**config.mk**
```make
export PLATFORM = sky130hd
export DESIGN_NAME = calu_top
export DESIGN_NICKNAME = d
export VERILOG_FILES = /design/src/calu_pkg.sv /design/src/calu_top.sv /design/src/complex_alu.sv /design/src/dsp_slice.sv /design/src/operand_map.sv /design/src/stage_delay.sv
export VERILOG_INCLUDE_DIRS = /design/src /design/src/include
export SDC_FILE = /design/constraint.sdc
export NUM_CORES = 2
export LEC_CHECK = 0
export BUFFER_PORTS_ARGS = -buffer_cell sky130_fd_sc_hd__buf_2
export CAP_MARGIN = 10
export CORE_ASPECT_RATIO = 1.2
export CORE_MARGIN = 5
export CORE_UTILIZATION = 53
export DETAILED_ROUTE_END_ITERATION = 16
export MAX_ROUTING_LAYER = met4
export PLACE_DENSITY = 0.74
export SLEW_MARGIN = 20
export SYNTH_ARGS = -nofsm -noshare
export SYNTH_HDL_FRONTEND = slang
export SYNTH_HIERARCHICAL = 1
export SYNTH_SLANG_ARGS = --single-unit
export TNS_END_PERCENT = 20
```
**constraint.sdc**
```tcl
create_clock -name clk -period 18.5 [get_ports clk]
set_input_delay 1.85 -clock clk [delete_from_list [all_inputs] [get_ports clk]]
set_output_delay 1.85 -clock clk [all_outputs]
set_load 0.03 [all_outputs]
```
**src/include/calu_defs.svh**
```systemverilog
`ifndef CALU_DEFS_SVH
`define CALU_DEFS_SVH

////////////////////////////////////////////////////////////
// sample widths
////////////////////////////////////////////////////////////

// one Q15 part, real or imag
`define CALU_PART_W 16

// packed re/im sample, also the result word
`define CALU_WORD_W 32

////////////////////////////////////////////////////////////
// dsp slice ports
////////////////////////////////////////////////////////////

`define CALU_PORTA_W 18 // multiplier a input
`define CALU_PORTB_W 18 // multiplier b input
`define CALU_ACC_W   48 // c port and accumulator

////////////////////////////////////////////////////////////
// pipeline depths
////////////////////////////////////////////////////////////

// input reg, product reg, accumulator reg
`define CALU_SLICE_LAT 3

// mapper + slice + combiner, operand in to result out
`define CALU_LAT 5

`endif

```
**src/calu_pkg.sv**
```systemverilog
`include "calu_defs.svh"

package calu_pkg;

	////////////////////////////////////////////////////////////
	// opcodes
	////////////////////////////////////////////////////////////

	// 0..3 are undefined and decode as mul
	typedef enum logic [2:0] {
		OP_MUL     = 3'd4, // x*y
		OP_MULADD  = 3'd5, // x*y + w
		OP_MULCONJ = 3'd6, // conj(x)*y
		OP_MAXPOW  = 3'd7  // larger of |x|^2, |y|^2
	} calu_op_e;

	////////////////////////////////////////////////////////////
	// samples
	////////////////////////////////////////////////////////////

	// re sits in the upper half of the word
	typedef struct packed {
		logic signed [`CALU_PART_W-1:0] re;
		logic signed [`CALU_PART_W-1:0] im;
	} cplx_t;

	typedef logic [`CALU_WORD_W-1:0] calu_word_t; // raw result

	////////////////////////////////////////////////////////////
	// slice ports
	////////////////////////////////////////////////////////////

	// inputs of one multiply-accumulate slice
	typedef struct packed {
		logic signed [`CALU_PORTA_W-1:0] a; // multiplicand
		logic signed [`CALU_PORTB_W-1:0] b; // multiplier
		logic signed [`CALU_ACC_W-1:0]   c; // addend, product scale
		logic                            add_c; // c joins the sum
	} slice_in_t;

	// index 0 is slice 1
	typedef slice_in_t [3:0] slice_set_t;

	// how the combiner folds p1..p4
	typedef enum logic [1:0] {
		COMB_MUL  = 2'd0, // re = p1-p2, im = p3+p4
		COMB_CONJ = 2'd1, // re = p1+p2, im = p3-p4
		COMB_POW  = 2'd2  // max(p1+p2, p3+p4)
	} comb_mode_e;

endpackage

```
**src/calu_top.sv**
```systemverilog
`timescale 1ns/1ps

// complex alu top: operand mapper feeding the slice pipeline
// one op per clock, result five clocks later
module calu_top (
	input  logic                 clk,
	input  logic                 rst_i,
	input  logic                 valid_i,
	input  calu_pkg::calu_op_e   op_i,
	input  calu_pkg::cplx_t      x_i,
	input  calu_pkg::cplx_t      y_i,
	input  calu_pkg::cplx_t      w_i,
	output logic                 valid_o,
	output calu_pkg::calu_word_t result_o
);

	import calu_pkg::*;

	logic       map_valid;  // mapper output strobe
	slice_set_t map_slices; // per slice a, b, c, add_c
	comb_mode_e map_mode;   // how to fold the products

	////////////////////////////////////////////////////////////
	// producer
	////////////////////////////////////////////////////////////

	operand_map u_map (
		.clk      (clk),
		.rst_i    (rst_i),
		.valid_i  (valid_i),
		.op_i     (op_i),
		.x_i      (x_i),
		.y_i      (y_i),
		.w_i      (w_i),
		.valid_o  (map_valid),
		.slices_o (map_slices),
		.mode_o   (map_mode)
	);

	////////////////////////////////////////////////////////////
	// consumer
	////////////////////////////////////////////////////////////

	complex_alu u_alu (
		.clk      (clk),
		.rst_i    (rst_i),
		.valid_i  (map_valid),
		.slices_i (map_slices),
		.mode_i   (map_mode),
		.valid_o  (valid_o),
		.result_o (result_o)
	);

endmodule

```
**src/complex_alu.sv**
```systemverilog
`timescale 1ns/1ps
`include "calu_defs.svh"

// four mac slices plus the result combiner
// control rides along in delay lines matched to the slice latency
module complex_alu (
	input  logic                   clk,
	input  logic                   rst_i,
	input  logic                   valid_i,
	input  calu_pkg::slice_set_t   slices_i,
	input  calu_pkg::comb_mode_e   mode_i,
	output logic                   valid_o,
	output calu_pkg::calu_word_t   result_o
);

	import calu_pkg::*;

	localparam int LO = `CALU_PART_W - 1;   // lowest kept bit of a part
	localparam int HI = 2*`CALU_PART_W - 2; // highest kept bit, drops the extra sign

	logic signed [`CALU_ACC_W-1:0] p [4]; // slice outputs, p[0] is p1
	comb_mode_e                    mode_d; // mode lined up with p
	logic signed [`CALU_ACC_W-1:0] sum_a; // re, or s1 for power
	logic signed [`CALU_ACC_W-1:0] sum_b; // im, or s2 for power
	calu_word_t                    result_n;

	////////////////////////////////////////////////////////////
	// slices
	////////////////////////////////////////////////////////////

	for (genvar gi = 0; gi < 4; gi++) begin : g_slice
		dsp_slice u_slice (
			.clk   (clk),
			.rst_i (rst_i),
			.in_i  (slices_i[gi]),
			.p_o   (p[gi])
		);
	end

	////////////////////////////////////////////////////////////
	// control delay
	////////////////////////////////////////////////////////////

	// mode arrives with the accumulator outputs
	stage_delay #(
		.T     (comb_mode_e),
		.DEPTH (`CALU_SLICE_LAT)
	) u_mode_dly (
		.clk   (clk),
		.rst_i (rst_i),
		.d_i   (mode_i),
		.q_o   (mode_d)
	);

	// one extra stage covers the combiner register
	stage_delay #(
		.T     (logic),
		.DEPTH (`CALU_SLICE_LAT + 1)
	) u_valid_dly (
		.clk   (clk),
		.rst_i (rst_i),
		.d_i   (valid_i),
		.q_o   (valid_o)
	);

	////////////////////////////////////////////////////////////
	// combiner
	////////////////////////////////////////////////////////////

	always_comb begin
		// real side: ac-bd for mul, ac+bd for conj, a2+b2 for power
		if (mode_d == COMB_MUL)
			sum_a = p[0] - p[1];
		else
			sum_a = p[0] + p[1];

		// imag side: ad-bc only for conj
		if (mode_d == COMB_CONJ)
			sum_b = p[2] - p[3];
		else
			sum_b = p[2] + p[3];

		if (mode_d == COMB_POW) begin
			// ties go to s2
			if (sum_a > sum_b)
				result_n = sum_a[`CALU_WORD_W-1:0];
			else
				result_n = sum_b[`CALU_WORD_W-1:0];
		end else begin
			// Q30 back to Q15, same as doubling and keeping the top half
			result_n = {sum_a[HI:LO], sum_b[HI:LO]};
		end
	end

	always_ff @(posedge clk) begin
		result_o <= result_n; // no reset, qualified by valid_o
	end

endmodule

```
**src/dsp_slice.sv**
```systemverilog
`timescale 1ns/1ps
`include "calu_defs.svh"

// one multiply-accumulate slice, same staging as a dsp block
// p = a*b (+ c), three register stages
module dsp_slice (
	input  logic                          clk,
	input  logic                          rst_i,
	input  calu_pkg::slice_in_t           in_i,
	output logic signed [`CALU_ACC_W-1:0] p_o
);

	localparam int PROD_W = `CALU_PORTA_W + `CALU_PORTB_W; // full product width
	localparam int EXT_W  = `CALU_ACC_W - PROD_W;          // sign bits up to acc width

	////////////////////////////////////////////////////////////
	// stage 1, input registers
	////////////////////////////////////////////////////////////

	logic signed [`CALU_PORTA_W-1:0] a_q;
	logic signed [`CALU_PORTB_W-1:0] b_q;
	logic signed [`CALU_ACC_W-1:0]   c_q;
	logic                            add_c_q; // c enable, follows stage 1

	always_ff @(posedge clk) begin
		a_q <= in_i.a;
		b_q <= in_i.b;
		c_q <= in_i.c;
	end

	// only the config bit is control, clear it
	always_ff @(posedge clk) begin
		if (rst_i)
			add_c_q <= 1'b0;
		else
			add_c_q <= in_i.add_c;
	end

	////////////////////////////////////////////////////////////
	// stage 2, product and c registers
	////////////////////////////////////////////////////////////

	logic signed [PROD_W-1:0]      m_q; // a*b, full precision
	logic signed [`CALU_ACC_W-1:0] cm_q; // c or zero

	always_ff @(posedge clk) begin
		m_q <= a_q * b_q; // signed 18x18
		if (add_c_q)
			cm_q <= c_q;
		else
			cm_q <= '0; // plain multiply
	end

	////////////////////////////////////////////////////////////
	// stage 3, accumulator
	////////////////////////////////////////////////////////////

	logic signed [`CALU_ACC_W-1:0] m_ext;
	logic signed [`CALU_ACC_W-1:0] p_q;

	assign m_ext = {{EXT_W{m_q[PROD_W-1]}}, m_q}; // sign extend product

	always_ff @(posedge clk) begin
		p_q <= m_ext + cm_q; // multiply-add, wraps at 48 bits
	end

	assign p_o = p_q;

endmodule

```
**src/operand_map.sv**
```systemverilog
`timescale 1ns/1ps
`include "calu_defs.svh"

// decodes the opcode and routes the sample parts to the four slices
// x = a + jb, y = c + jd, w feeds the c ports
module operand_map (
	input  logic                   clk,
	input  logic                   rst_i,
	input  logic                   valid_i,
	input  calu_pkg::calu_op_e     op_i,
	input  calu_pkg::cplx_t        x_i,
	input  calu_pkg::cplx_t        y_i,
	input  calu_pkg::cplx_t        w_i,
	output logic                   valid_o,
	output calu_pkg::slice_set_t   slices_o,
	output calu_pkg::comb_mode_e   mode_o
);

	import calu_pkg::*;

	slice_set_t slices_n;
	comb_mode_e mode_n;

	// sign extend two parts onto a/b and one onto c
	function automatic slice_in_t pack_slice(
		input logic signed [`CALU_PART_W-1:0] ma,
		input logic signed [`CALU_PART_W-1:0] mb,
		input logic signed [`CALU_PART_W-1:0] cv,
		input logic                           en
	);
		slice_in_t s;
		s.a     = {{(`CALU_PORTA_W - `CALU_PART_W){ma[`CALU_PART_W-1]}}, ma};
		s.b     = {{(`CALU_PORTB_W - `CALU_PART_W){mb[`CALU_PART_W-1]}}, mb};
		s.c     = {{(`CALU_ACC_W - `CALU_PART_W){cv[`CALU_PART_W-1]}}, cv};
		s.add_c = en;
		return s;
	endfunction

	always_comb begin
		// default map: ac, bd, ad, bc with no addend
		slices_n[0] = pack_slice(x_i.re, y_i.re, w_i.re, 1'b0);
		slices_n[1] = pack_slice(x_i.im, y_i.im, '0, 1'b0);
		slices_n[2] = pack_slice(x_i.re, y_i.im, w_i.im, 1'b0);
		slices_n[3] = pack_slice(x_i.im, y_i.re, '0, 1'b0);
		mode_n      = COMB_MUL;
		case (op_i)
			OP_MULADD: begin
				slices_n[0].add_c = 1'b1; // ac + w.re
				slices_n[2].add_c = 1'b1; // ad + w.im
			end
			OP_MULCONJ: mode_n = COMB_CONJ; // same products, signs flip
			OP_MAXPOW: begin
				slices_n[0] = pack_slice(x_i.re, x_i.re, '0, 1'b0); // a*a
				slices_n[1] = pack_slice(x_i.im, x_i.im, '0, 1'b0); // b*b
				slices_n[2] = pack_slice(y_i.im, y_i.im, '0, 1'b0); // d*d
				slices_n[3] = pack_slice(y_i.re, y_i.re, '0, 1'b0); // c*c
				mode_n      = COMB_POW;
			end
			default: ; // mul, and the undefined codes
		endcase
	end

	always_ff @(posedge clk) begin
		if (rst_i)
			valid_o <= 1'b0;
		else
			valid_o <= valid_i;
	end

	// payload, meaningful only with valid_o
	always_ff @(posedge clk) begin
		slices_o <= slices_n;
		mode_o   <= mode_n;
	end

endmodule

```
**src/stage_delay.sv**
```systemverilog
`timescale 1ns/1ps

// shift register for any payload type
module stage_delay #(
	parameter type T     = logic,
	parameter int  DEPTH = 1
) (
	input  logic clk,
	input  logic rst_i,
	input  T     d_i,
	output T     q_o
);

	T pipe [DEPTH]; // pipe[0] is the newest entry

	always_ff @(posedge clk) begin
		if (rst_i) begin
			for (int i = 0; i < DEPTH; i++) begin
				pipe[i] <= T'('0); // all stages back to zero
			end
		end else begin
			pipe[0] <= d_i;
			for (int i = 1; i < DEPTH; i++) begin
				pipe[i] <= pipe[i-1]; // shift one stage on
			end
		end
	end

	assign q_o = pipe[DEPTH-1]; // oldest entry

endmodule

```
==> results.md <==
STA:
- Setup repair after global routing left no endpoint under its margin.
- The setup skew after layout is 0.0541 ns.
- In the post-route analysis, the smallest setup slack over all paths is 10.83 ns.
- The ratio of final minimum period to clock period is 41.4%.
- For the pin with the worst max-slew slack, the measured transition is 1.11 ns.
- Adding up every negative setup slack in the final design gives 0 ns.
- Derived from the worst setup path, the maximum achievable clock frequency is 0.130 GHz.
- The total count of max-transition violations in the final report was 0.
- The worst slew margin relative to its limit is 26.0%.
- The final number of hold-violating endpoints is 0.
- The total of endpoints with negative setup slack in the final report is 0.
- The routed design could run at a clock period as short as 7.67 ns.

Critical path:
- The cell count of the worst reg-to-reg path is 26.
- For this design, the slowest cell found on the critical path is sky130_fd_sc_hd__o31ai_2.
- In this design, the stage delay of the slowest critical-path cell is 0.70 ns.
- The startpoint identified for the worst register-to-register timing path is u_alu/g_slice[1].u_slice/p_o[1].
- In this run the register-to-register setup slack is 10.83 ns.
- The worst setup path is captured at a flip-flop.
- Along the worst path, the maximum fanout reaches 43.
- The endpoint of the worst register-to-register path is u_alu/result_o[8].
- The worst setup path is launched from a flip-flop.
- The arrival time of the worst setup path is 8.29 ns.
- The classification of the worst setup path is flip-flop to flip-flop.
- The critical path startpoint is u_alu/g_slice[1].u_slice/p_o[1].
- The required time of the critical path is 19.13 ns.

CTS:
- Buffers inserted to repair hold after CTS numbered 0.
- The latest clock arrival within the worst-skew pair is 0.75 ns.
- The depth of the CTS H-tree is 3.
- The clock drives 1074 sinks.
- Counting along the longest clock path gives a buffer depth of 3.
- The CTS tree is yes.
- The post-cts gate resize count is 0.
- The buffer count from post-CTS setup fixing is 0.
- Counting the buffers created by CTS gives 106.
- The clock transition time at the flip-flop clock pins of the worst setup and hold paths is 0.07 ns.
- In this run the clock root is driven by a sky130_fd_sc_hd__clkbuf_16.

Worst hold path:
- The worst hold endpoint is u_alu/g_slice[2].u_slice/a_q[8].
- In this run the worst hold path is classified as flip-flop to flip-flop.
- In this run the most critical hold path is launched from u_map/slices_o[245].
- Counting instances, the worst hold path has a depth of 0.

Routing:
- The routed length per placed instance is 20.2 µm.
- Signal routing reaches up to met4.
- The detailed route wirelength on metal2 is 116 mm.
- The mean number of vias per cell is 5.46.
- The first routing iteration left 4125 violations.
- The number of antenna-violating nets in the routed design is 0.
- The remaining routing DRC violations is 0.
- The detailed router put a total of 103 mm of wire on met1.
- The final wirelength is 244 mm.
- In the detailed route, the total length drawn on met3 is 15.6 mm.
- The final route contains 66.0k vias.
- The first TritonRoute pass finished after 6 iterations.

Die:
- In this run the vertical extent of the chip is 470 µm.
- The number of I/O pins is 135.
- The initial standard-cell utilization of the core is 53.1%.
- The site row count is 169.
- The die footprint is 185000 µm².
- The core region is 176000 µm².
- The die boundary width is 394 µm.

Global route:
- Across every metal layer, demand over resource in global routing totals 27.3%.
- The global-route wire length before repair is 388 mm.
- The maximum number of pins on one net before global-route repair is 56.
- The via count of the first global-routing pass is 70.4k.
- The total global routing overflow is 0.
- The initial antenna violation count is 7.

Placement:
- The estimated wirelength of the detail-placed design is 197 mm.
- The routability-driven placement congestion ratio is 0.946.
- Port buffering added 134 buffers.
- The number of instances in the placed design is 11.9k.
- Timing analysis after detailed placement gives a worst setup slack of 10.55 ns.

Outcome:
- The run finished with clean final reports.

Synthesis:
- The number of distinct standard cells referenced by the synthesized netlist is 126.
- The synthesized netlist cell count is 9807.
- The number of warning messages in the yosys log is 6.
- The synthesized area per cell is 9.55 µm².
- The mapped netlist covers 93600 µm².
- The number of synthesized flops with an enable pin is 0.
- After synthesis the netlist holds a flip-flop and latch count of 1074.
- The most used flip-flop cell after synthesis is sky130_fd_sc_hd__dfxtp_1.
- The sequential element share of the synthesized area is 23.0%.
- For this run, asynchronously set or reset flops after synthesis account for 0%.

Layout:
- The number of nets in the final layout is 11.8k.
- From synthesis to final layout, the design area changed by 5.96%.
- Counting the fill cells in the layout gives 15.2k.
- The ratio of cells with drive above 1 in the final layout is 5.28%.
- The finished layout holds 12.1k standard cells, fillers aside.

Run:
- Across the run, the number of max-cap violations was 0.
## state kept, by name (all words and copies together) (netlist names)
| name | flops |
|---|---|
| u_alu/g_slice.u_slice/m_q | 144 |
| u_alu/g_slice.u_slice/add_c_q | 4 |
| u_alu/result_o | 32 |
| u_alu/g_slice.u_slice/c_q | 192 |
| u_map/valid_o | 1 |
| u_alu/u_valid_dly/pipe | 4 |
| u_alu/g_slice.u_slice/cm_q | 192 |
| u_alu/g_slice.u_slice/p_o | 192 |
| u_alu/g_slice.u_slice/b_q | 72 |
| u_map/slices_o | 161 |
| u_map/mode_o | 2 |
| u_alu/u_mode_dly/pipe | 6 |
| u_alu/g_slice.u_slice/a_q | 72 |
## synthesized netlist by cell type, types with 8 or more instances
cell / n / area (µm²)
sky130_fd_sc_hd__mux2_2: 10 / 113
sky130_fd_sc_hd__o211ai_1: 39 / 293
sky130_fd_sc_hd__and4_1: 11 / 96.3
sky130_fd_sc_hd__o21ai_0: 204 / 1020
sky130_fd_sc_hd__o2111ai_1: 10 / 87.6
sky130_fd_sc_hd__o31ai_1: 22 / 165
sky130_fd_sc_hd__xor2_1: 174 / 1520
sky130_fd_sc_hd__a211o_1: 10 / 87.6
sky130_fd_sc_hd__o21a_1: 53 / 398
sky130_fd_sc_hd__nor3_1: 71 / 355
sky130_fd_sc_hd__clkbuf_1: 277 / 1040
sky130_fd_sc_hd__a21boi_0: 12 / 90.1
sky130_fd_sc_hd__a21o_1: 211 / 1580
sky130_fd_sc_hd__nor4_1: 22 / 138
sky130_fd_sc_hd__or3_1: 36 / 225
sky130_fd_sc_hd__mux2i_1: 11 / 110
sky130_fd_sc_hd__and3_1: 51 / 319
sky130_fd_sc_hd__a21oi_1: 450 / 2250
sky130_fd_sc_hd__fa_1: 1322 / 26500
sky130_fd_sc_hd__xnor2_1: 312 / 2730
sky130_fd_sc_hd__a311o_1: 10 / 100
sky130_fd_sc_hd__inv_1: 1614 / 6060
sky130_fd_sc_hd__nand2b_1: 72 / 450
sky130_fd_sc_hd__nand3_1: 119 / 596
sky130_fd_sc_hd__nor2_1: 307 / 1150
sky130_fd_sc_hd__nand3b_1: 8 / 60.1
sky130_fd_sc_hd__o221ai_1: 9 / 78.8
sky130_fd_sc_hd__o41ai_1: 10 / 87.6
sky130_fd_sc_hd__and2_1: 913 / 5710
sky130_fd_sc_hd__or2_2: 12 / 75.1
sky130_fd_sc_hd__nor2b_1: 78 / 488
sky130_fd_sc_hd__a31oi_1: 41 / 257
sky130_fd_sc_hd__o21ai_1: 36 / 180
sky130_fd_sc_hd__a211oi_1: 34 / 255
sky130_fd_sc_hd__mux2_4: 57 / 856
sky130_fd_sc_hd__buf_4: 186 / 1400
sky130_fd_sc_hd__dfxtp_1: 1074 / 21500
sky130_fd_sc_hd__nand4_1: 55 / 344
sky130_fd_sc_hd__a2111oi_0: 13 / 114
sky130_fd_sc_hd__a221oi_1: 11 / 96.3
sky130_fd_sc_hd__o21bai_1: 48 / 360
sky130_fd_sc_hd__nand2_1: 870 / 3270
sky130_fd_sc_hd__o31a_1: 12 / 105
sky130_fd_sc_hd__ha_1: 704 / 8810
## kinds of logic (layout without fill, tap and decap cells)
kind of cell	Yosys count	after routing	synth area share [%]
buf+inv	2093	1970	9.25
mux	78	78	1.15
fa+ha+maj	2026	2026	37.7
simple gates	2680	2680	14.8
other cells	1	101	0.00401
compound gates	1366	1366	9.59
xor+xnor	489	489	4.60
flops	1074	1074	23.0
## per-layer routing
metal  vias to the layer above  GRT usage (%)
li1                      30500              -
met2                      2275           44.7
met1                     32700           34.9
met4                         0           9.44
met5                         -              -
met3                       567           3.88
## critical path, delay by kind of cell (launching register included)
kind                       cells  cell delay, ns
adders and majority gates      2            0.68
DFF                            1            0.31
xor gates and xnor gates       2            0.35
and+or+nand+nor               12            3.26
AOI/OAI and AO/OA              9            2.67
buffers and inverters          1            0.25
## how the worst max path moves through the flow
stage	end	slack, ns	cells past startpoint
2_1_floorplan	u_alu/g_slice[0].u_slice/m_q[35]	11.89	25
3_3_place_gp	u_alu/result_o[0]	10.66	25
3_5_place_dp	u_alu/result_o[0]	10.55	25
4_1_cts	u_alu/result_o[0]	10.52	25
5_1_grt	u_alu/result_o[8]	10.33	29
6_report	u_alu/result_o[8]	10.83	26
## layout make-up
cell class	count	area (µm²)	share of cell area (%)
Multi-Input combinational cell	6737	63800	64.3
Sequential cell	1074	21500	21.7
Inverter	1615	6070	6.12
Tap cell	2308	2890	2.91
Clock buffer	125	2830	2.86
Clock inverter	74	1210	1.22
Timing Repair Buffer	156	848	0.855
Antenna cell	3	7.51	0.00757
## layout by cell type (no fill, tap or decap), types with 41 or more instances in the layout
master                         n
sky130_fd_sc_hd__dfxtp_1    1071
sky130_fd_sc_hd__ha_1        704
sky130_fd_sc_hd__o21a_1       53
sky130_fd_sc_hd__nor2_1      306
sky130_fd_sc_hd__a21oi_1     450
sky130_fd_sc_hd__nand4_1      55
sky130_fd_sc_hd__buf_2       134
sky130_fd_sc_hd__a31oi_1      41
sky130_fd_sc_hd__nor3_1       71
sky130_fd_sc_hd__fa_1       1322
sky130_fd_sc_hd__conb_1       98
sky130_fd_sc_hd__and2_1      913
sky130_fd_sc_hd__nand3_1     119
sky130_fd_sc_hd__inv_1      1614
sky130_fd_sc_hd__clkbuf_16   106
sky130_fd_sc_hd__o21bai_1     48
sky130_fd_sc_hd__and3_1       51
sky130_fd_sc_hd__o21ai_0     204
sky130_fd_sc_hd__nor2b_1      77
sky130_fd_sc_hd__xnor2_1     312
sky130_fd_sc_hd__xor2_1      174
sky130_fd_sc_hd__nand2b_1     72
sky130_fd_sc_hd__nand2_1     870
sky130_fd_sc_hd__mux2_4       57
sky130_fd_sc_hd__a21o_1      211
## metrics by stage
step / hold WS (ns) / instance area (µm²) / utilization [%]
global route: 0.330 / 99200 / 56.3
global placement: 0.311 / 95100 / 54.0
CTS: 0.325 / 99200 / 56.3
detailed placement: 0.312 / 95100 / 54.0
floorplan: 0.310 / 94000 / -
finish: 0.321 / 99200 / 56.3
Power is left out: the tool's default activity adds up to more than one toggle a clock period on the data nets, which glitch-free logic cannot reach.
